### config.mk
export PLATFORM = sky130hd
export DESIGN_NAME = busArbiter
export DESIGN_NICKNAME = d
export VERILOG_FILES = /design/src/logic/memSysPkg.sv /design/src/logic/busArbiter.sv
export SDC_FILE = /design/constraint.sdc
export NUM_CORES = 1
export LEC_CHECK = 0
export BUFFER_PORTS_ARGS = -buffer_cell sky130_fd_sc_hd__buf_4
export CAP_MARGIN = 25
export CORE_AREA = 2 2 68 70
export CTS_CLUSTER_DIAMETER = 30
export CTS_CLUSTER_SIZE = 28
export DETAILED_ROUTE_END_ITERATION = 7
export DIE_AREA = 0 0 70 72
export GPL_ROUTABILITY_DRIVEN = 0
export GPL_TIMING_DRIVEN = 0
export PLACE_DENSITY = 0.71
export SLEW_MARGIN = 20
export SYNTH_ARGS = -nofsm -noshare
export SYNTH_HDL_FRONTEND = slang
export SYNTH_SLANG_ARGS = --single-unit
### constraint.sdc
create_clock -name clk -period 1.8 [get_ports clk]
set_input_delay 0.45 -clock clk [delete_from_list [all_inputs] [get_ports clk]]
set_output_delay 0.45 -clock clk [all_outputs]
set_load 0.02 [all_outputs]
### src/logic/memSysPkg.sv
// Memory system shared definitions
package memSysPkg;

  // Data and address width
  localparam int WordBits = 32;

  // Cache geometry
  localparam int LineWords = 4;
  localparam int NumLines = 64;

  // Byte address split: tag | index | word offset | byte
  localparam int OffsetBits = 2;
  localparam int IndexBits = 6;
  localparam int TagBits = 22;

  // Memory array size in words, addresses wrap
  localparam int MemWords = 4096;

  // Cycles with memReady low before a transfer completes
  localparam int MemWaitStates = 2;

  // Word i of memory starts out as MemInitKey ^ i
  localparam logic [WordBits-1:0] MemInitKey = 32'hA5A5_0000;

  // Cache controller states
  typedef enum logic [1:0] {
    Idle,
    Lookup,
    Fill,
    Write
  } cacheStateT;

  // Current bus owner
  typedef enum logic [1:0] {
    OwnerNone,
    OwnerData,
    OwnerInstr
  } busOwnerT;

endpackage

### src/logic/busArbiter.sv
// Two-master bus arbiter
module busArbiter (
  input  logic                             clk,
  input  logic                             rstN,
  input  logic                             iBusReq,
  input  logic [memSysPkg::WordBits-1:0]   iBusAddr,
  output logic                             iBusReady,
  input  logic                             dBusReq,
  input  logic                             dBusWrite,
  input  logic [memSysPkg::WordBits-1:0]   dBusAddr,
  input  logic [memSysPkg::WordBits-1:0]   dBusWData,
  input  logic [memSysPkg::WordBits/8-1:0] dBusMask,
  output logic                             dBusReady,
  output logic                             memReq,
  output logic                             memWrite,
  output logic [memSysPkg::WordBits-1:0]   memAddr,
  output logic [memSysPkg::WordBits-1:0]   memWData,
  output logic [memSysPkg::WordBits/8-1:0] memMask,
  input  logic                             memReady
);

  memSysPkg::busOwnerT owner;

  // Owner keeps the bus until its request drops, data wins from idle
  always_ff @(posedge clk or negedge rstN)
  begin
    if (!rstN)
      owner <= memSysPkg::OwnerNone;
    else
    begin
      case (owner)
        memSysPkg::OwnerData:
        begin
          if (!dBusReq)
            owner <= iBusReq ? memSysPkg::OwnerInstr : memSysPkg::OwnerNone;
        end
        memSysPkg::OwnerInstr:
        begin
          if (!iBusReq)
            owner <= dBusReq ? memSysPkg::OwnerData : memSysPkg::OwnerNone;
        end
        default:
        begin
          if (dBusReq)
            owner <= memSysPkg::OwnerData;
          else if (iBusReq)
            owner <= memSysPkg::OwnerInstr;
        end
      endcase
    end
  end

  always_comb
  begin
    memReq = 1'b0;
    memWrite = 1'b0;
    memAddr = iBusAddr;
    memWData = '0;
    memMask = '1;
    case (owner)
      memSysPkg::OwnerData:
      begin
        memReq = dBusReq;
        memWrite = dBusWrite;
        memAddr = dBusAddr;
        memWData = dBusWData;
        memMask = dBusMask;
      end
      memSysPkg::OwnerInstr: memReq = iBusReq;
      default: memReq = 1'b0;
    endcase
  end

  assign dBusReady = (owner == memSysPkg::OwnerData) && memReady;
  assign iBusReady = (owner == memSysPkg::OwnerInstr) && memReady;

  assert property (@(posedge clk) disable iff (!rstN)
    !(iBusReady && dBusReady));

  // Memory completes only transfers that some master owns
  assert property (@(posedge clk) disable iff (!rstN)
    memReady |-> owner != memSysPkg::OwnerNone);

endmodule

==> metrics, run 1 <==
outcome finished with violations; violated checks negative setup slack; worst path cell trace ha_4, buf_12, buf_16, mux2_4, buf_6; fin crit period 1.981 ns; CTS Buf Count 3; register bit total from synthesis 2; Placed Area 2355 um2; Final setup viols 71; Max Slew Vio Count 0; global-route wire length before repair 7203 um; GRT overflow 0; total track usage 0.1758; initial antenna violation count 0; Initial Util 0.2254; clock-pin slew on the worst setup and hold paths approximately 0.030 ns; footprint of the multi-input gates slightly below 1000 um2; Internal around 2.6 mW; period utilization 1.101; Final Hold Fails 0; syn_nets 210; Mapped Cells 101; final wirelength 4990 um; CP peak stage delay 0.42 ns; Synth Cell Area 960.9 um2; Sw Share 0.3843; number of global-route vias before repair about 1500; CP Class flop to primary output; Slowest cell on crit path dfrtp_1; DP Cell Count 330; Clk pwr share 0.041; Largest Register owner; H-Tree Depth 1; Chip Width 70 um; vias per cell approximately 4.4; yosys warns 0; # diodes 0; VDD IR-drop max 0.0008929 V; layout cells sized above 1 0.9358; critical path buffer and inverter count 3; worst path arrival time 1.53 ns; fin worst setup slack -0.1810 ns; CTS Hold Bufs 0; post-synth cell types 20; antenna viol nets, final 0; Wirelength per Cell approximately 14 um; Seq/Total Area, Yosys 0.05208; hpwl dp roughly 3800 um; largest net degree at the start of global routing 11; max reg flops 2; CTS tree yes; Register Area about 50 um2; Pwr Density between 1000 and 1500 nW/um2; Row Count 24; mean area per synthesized cell around 9.5 um2; CP Max Fanout 5; clock root buffer master clkbuf_8; Core Footprint ~4300 um2; fin cells between 300 and 400; fin nets 407; DRT Pass-1 Iters 4; Die Ht 72 um; Worst-Margin Slew 0.1939 ns; Clock Latency Late Sink roughly 0.21 ns; port bufs 177; crit end category primary output; final setup skew around 0.0026 ns; RSZ-0062 raised after global routing true; fill count 300; post-route setup TNS -8.967 ns; post-synth top area share 0.4688; Iteration-0 DRC Markers 14; Comb pwr share 0.938; Leakage Power between 1.5 and 2 nW; Required @ worst endpoint 1.35 ns; CTS sink cnt 2; sequential fraction of design power 0.021; post-synth top area cell mux2_4; DIE AREA ~5000 um2; fin area between 3000 and 4000 um2; Crit path max-delay family flip-flops; ranking of synthesized cells by area mux2_4 (47%), and2_1 (23%), dfrtp_1 (5.2%), buf_6 (4.7%), ha_1 (3.9%); Rel. slew slack 0.8696; NetSw 1.601 mW; Max Root-Sink Buffers 2; io pins between 150 and 200; biggest regs owner x2; fmax 504.8 MHz; MaxCap Viol Count 0; routed vias 1523; area delta synth->final 223.6%; DRC 0; worst min path class input port to asynchronous set/reset pin; Critical Path Source Type flop
-- cell usage after synthesis --
cell type / number
or2b_1: 4
o31ai_1: 1
ha_1: 3
mux2_4: 30
clkbuf_1: 1
dfrtp_1: 2
a22o_1: 1
mux2_2: 2
buf_6: 4
clkbuf_2: 3
a221o_1: 1
nor3_1: 1
o21ai_0: 2
and2_1: 35
a21oi_1: 1
nand2b_1: 1
nor2_1: 1
nand2_1: 4
inv_1: 3
o21ai_1: 1
-- layout make-up --
class	instances	share of cell area
clock buffers	3	0.01328
well taps	52	0.02093
inverters	3	0.003622
repair buffers	193	0.5924
plain buffers	7	0.03863
flip-flops and latches	2	0.01610
multi-input cells	88	0.3151
-- stage by stage --
stage                     total power, mW  hold slack (ns)  setup WS, ns  utilization
after CTS                           3.625          0.01304       -0.2556       0.6579
after global routing                4.373          0.01107       -0.2214       0.7292
after floorplan                     1.694           0.1544        0.1245            -
final                               4.166          0.01789       -0.1810       0.7292
after detailed placement            2.657           0.2328       -0.1557       0.5522
after global placement              2.629           0.2322       -0.1206       0.5522
-- power groups by stage --
| stage | sequential (mW) | clock [mW] | combinational, mW |
|---|---|---|---|
| after floorplan | 0.0828 | 0 | 1.61 |
| after global placement | 0.0883 | 0 | 2.54 |
| after detailed placement | 0.0895 | 0 | 2.57 |
| after CTS | 0.0832 | 0.177 | 3.36 |
| after global routing | 0.0887 | 0.186 | 4.10 |
| final | 0.0865 | 0.172 | 3.91 |
-- what timing repair did --
action / CTS / global route
pin swaps: 1 / 9
setup endpoints to repair: 71 / 72
gates resized for setup: 64 / 81
endpoints found under the hold margin: 0 / 0
setup buffers: 8 / 3
gates cloned: 3 / 2
-- worst paths after layout --
kind,start,end,slack (ns),cells past startpoint
setup / recovery,owner[0],memAddr[21],-0.18,5
hold / removal,rstN,owner[1],0.02,1
setup reg to reg,owner[0],owner[0],0.19,7
hold reg to reg,owner[1],owner[1],0.65,2
max in group asynchronous,rstN,owner[0],1.69,1
min in group clk,iBusReq,owner[1],0.50,2
-- kinds of logic after synthesis --
family | share of synthesized area
mux | 0.4922
fa+ha+maj | 0.03907
compound gates | 0.04817
flops | 0.05209
buf+inv | 0.07811
simple gates | 0.2904
-- metal layers --
layer  vias up  global-route usage  routed length (um)
met5         -                   0                   0
met4         0             0.03846                  21
met3         2             0.03889                 428
met2        89              0.3598                2881
met1       699              0.1812                1658
li1        733                   -                   -
-- worst register-to-register path, cell delays in order, from the launching register on --
cell	delay [ns]
dfrtp_1	0.42
buf_6	0.15
ha_4	0.18
buf_6	0.13
buf_4	0.12
or2b_1	0.24
nor3_1	0.17
a221o_1	0.14
-- layout by cell type, fill, tap and decap left out, types with 2 or more instances in the layout --
cell type | synthesis | final
buf_4 | 0 | 111
buf_6 | 4 | 76
and2_4 | 0 | 34
mux2_4 | 30 | 32
buf_12 | 0 | 4
buf_8 | 0 | 4
or2b_1 | 4 | 4
nand2_1 | 4 | 3
ha_4 | 0 | 3
clkbuf_8 | 0 | 3
buf_16 | 0 | 3
inv_2 | 0 | 2
o21ai_0 | 2 | 2
clkbuf_16 | 0 | 2
dfrtp_1 | 2 | 2
(Power assumes the default switching activity.)
==> run 2, diff against run 1 <==
--- a/config.mk
+++ b/config.mk
@@ -8,13 +8,14 @@
 export BUFFER_PORTS_ARGS = -buffer_cell sky130_fd_sc_hd__buf_4
 export CAP_MARGIN = 25
 export CORE_AREA = 2 2 68 70
-export CTS_CLUSTER_DIAMETER = 30
 export CTS_CLUSTER_SIZE = 28
 export DETAILED_ROUTE_END_ITERATION = 7
 export DIE_AREA = 0 0 70 72
 export GPL_ROUTABILITY_DRIVEN = 0
 export GPL_TIMING_DRIVEN = 0
 export PLACE_DENSITY = 0.71
+export RECOVER_POWER = 100
+export SKIP_CTS_REPAIR_TIMING = 1
 export SLEW_MARGIN = 20
 export SYNTH_ARGS = -nofsm -noshare
 export SYNTH_HDL_FRONTEND = slang
==> run 2 against run 1 <==
Net effect:
- the run still ends with negative setup slack left
- power is 12% lower
- setup slack worse by 0.080 ns
- cell count is 2.9% lower
- clock skew hardly changed
- via count is 3.5% lower
- first-iteration DRC count is 43% lower
- die area stayed put
- non-clock buffer count is 10 lower
- global-route usage is 1.9 points lower
==> metrics, run 2 (synthesis gave the netlist of run 1 again) <==
outcome finished with violations (unchanged); violated checks negative setup slack (unchanged); area delta synth->final 198.7% (was 223.6%); fin worst setup slack -0.2612 ns (was -0.1810 ns); CP Class flop to primary output (unchanged); Rel. slew slack 0.8712 (was 0.8696); Die Ht 72 um (unchanged); Required @ worst endpoint 1.35 ns (about the same); routed vias 1469 (was 1523); DP Cell Count 330 (unchanged); GRT overflow 0 (unchanged); Chip Width 70 um (unchanged); fin nets 397 (was 407); most frequent cells in the layout buf_4 (116), buf_6 (63), mux2_4 (32) (was buf_4 (111), buf_6 (76), and2_4 (34)); CTS sink cnt 2 (unchanged); H-Tree Depth 1 (unchanged); Row Count 24 (unchanged); io pins 178 (unchanged); antenna viol nets, final 0 (unchanged); final wirelength 4830 um (was 4990 um); Pwr Density 1276 nW/um2 (was 1340 nW/um2); DRC 0 (unchanged); max reg flops 2 (unchanged); commonest non-fill, non-tap cell in the layout buf_4 (unchanged); fill count 338 (was 300); fin crit period 2.061 ns (was 1.981 ns); clock root buffer master clkbuf_8 (unchanged); global-route wire length before repair 6492 um (was 7203 um); CTS tree yes (unchanged); DIE AREA 5040 um2 (unchanged); worst path arrival time 1.61 ns (was 1.53 ns); Placed Area 2355 um2 (unchanged); period utilization 1.145 (was 1.101); MaxCap Viol Count 0 (unchanged); Pwr Total 3.662 mW (was 4.166 mW); worst path cell trace inv_4, ha_4, buf_12, clkbuf_16, mux2_4, buf_6 (was ha_4, buf_12, buf_16, mux2_4, buf_6); initial antenna violation count 0 (unchanged); largest net degree at the start of global routing 11 (unchanged); fin cells 338 (was 348); clock-pin slew on the worst setup and hold paths 0.03 ns (about the same); biggest regs owner x2 (unchanged); Largest Register owner (unchanged); Core Footprint 4264 um2 (unchanged); CP peak stage delay 0.44 ns (was 0.42 ns); setup slack, reg-to-reg 0.39 ns (was 0.19 ns); hpwl dp 3779 um (unchanged); Wirelength per Cell 14.29 um (was 14.34 um); port bufs 177 (unchanged); CP Max Fanout 8 (was 5); layout cells sized above 1 0.8497 (was 0.9358); Clock Latency Late Sink 0.21 ns (about the same); worst min path class input port to asynchronous set/reset pin (unchanged); VDD IR-drop max 0.0006625 V (was 0.0008929 V); fin area 2870 um2 (was 3109 um2); DRT Pass-1 Iters 4 (unchanged); vias per cell 4.346 (was 4.376); Iteration-0 DRC Markers 8 (was 14); Initial Util 0.2254 (unchanged); Critical Path Source Type flop (unchanged); Worst-Margin Slew 0.1915 ns (was 0.1939 ns); crit end category primary output (unchanged); # diodes 0 (unchanged); Final Hold Fails 0 (unchanged); Max Root-Sink Buffers 2 (unchanged); total track usage 0.1565 (was 0.1758); Slowest cell on crit path dfrtp_2 (was dfrtp_1); CTS Buf Count 3 (unchanged); Max Slew Vio Count 0 (unchanged); number of global-route vias before repair 1363 (was 1478); Final setup viols 55 (was 71); Leakage Power 1.514 nW (was 1.638 nW); RSZ-0062 raised after global routing true (unchanged); final setup skew 0.002242 ns (was 0.002562 ns); fmax 485.2 MHz (was 504.8 MHz)
run 2: cell types whose count changed in the layout (fill, tap and decap cells not counted), moves of 3 or more:
| cell | previous run | this run |
|---|---|---|
| and2_1 | 1 | 22 |
| and2_4 | 34 | 13 |
| buf_16 | 3 | 0 |
| buf_4 | 111 | 116 |
| buf_6 | 76 | 63 |
run 2: final timing paths:
kind,endpoint,startpoint,cells after the start
hold reg to reg,owner[1],owner[1],1
hold / removal,owner[1],rstN,1
setup / recovery,memAddr[16],owner[1],6
max in group asynchronous,owner[0],rstN,1
min in group clk,owner[1],iBusReq,2
setup reg to reg,owner[0],owner[0],5
run 2: routing by layer:
metal | vias to the layer above | wire length (um) | GRT usage
li1 | 710 | - | -
met1 | 650 | 1536 | 0.1628
met2 | 102 | 2774 | 0.3143
met3 | 7 | 456 | 0.03750
met5 | - | 0 | 0
met4 | 0 | 62 | 0.03846
run 2: area by class of cell:
cell class | instances | area, um2 | share of cell area
Clock buffer | 3 | 41.29 | 0.01439
Timing Repair Buffer | 182 | 1648 | 0.5741
Multi-Input combinational cell | 88 | 913.4 | 0.3182
Tap cell | 52 | 65.06 | 0.02267
Sequential cell | 2 | 52.55 | 0.01831
Inverter | 3 | 13.76 | 0.004795
Buffer | 8 | 136.4 | 0.04752
run 2: critical path, delay by kind of cell, from the launching register on:
kind                       cells  cell delay [ns]
muxes                          1             0.31
adders and majority gates      1             0.13
buffers and inverters          4             0.52
DFF                            1             0.44
run 2: report_power, final:
part / switching (mW) / total, mW / internal, mW
Sequential: 0.0393 / 0.108 / 0.0688
Clock: 0.0343 / 0.176 / 0.141
Combinational: 1.41 / 3.38 / 1.97
run 2: metrics by stage:
| step | setup slack (ns) | setup TNS (ns) | util | hold slack, ns |
|---|---|---|---|---|
| 6_report | -0.2612 | -8.921 | 0.6731 | 0.01578 |
| 5_1_grt | -0.3088 | -12.45 | 0.6731 | 0.01723 |
| 4_1_cts | -0.3837 | -18.47 | 0.5619 | 0.01304 |
| 3_5_place_dp | -0.1557 | -3.765 | 0.5522 | 0.2328 |
| 3_3_place_gp | -0.1206 | -2.774 | 0.5522 | 0.2322 |
| 2_1_floorplan | 0.1245 | 0 | - | 0.1544 |
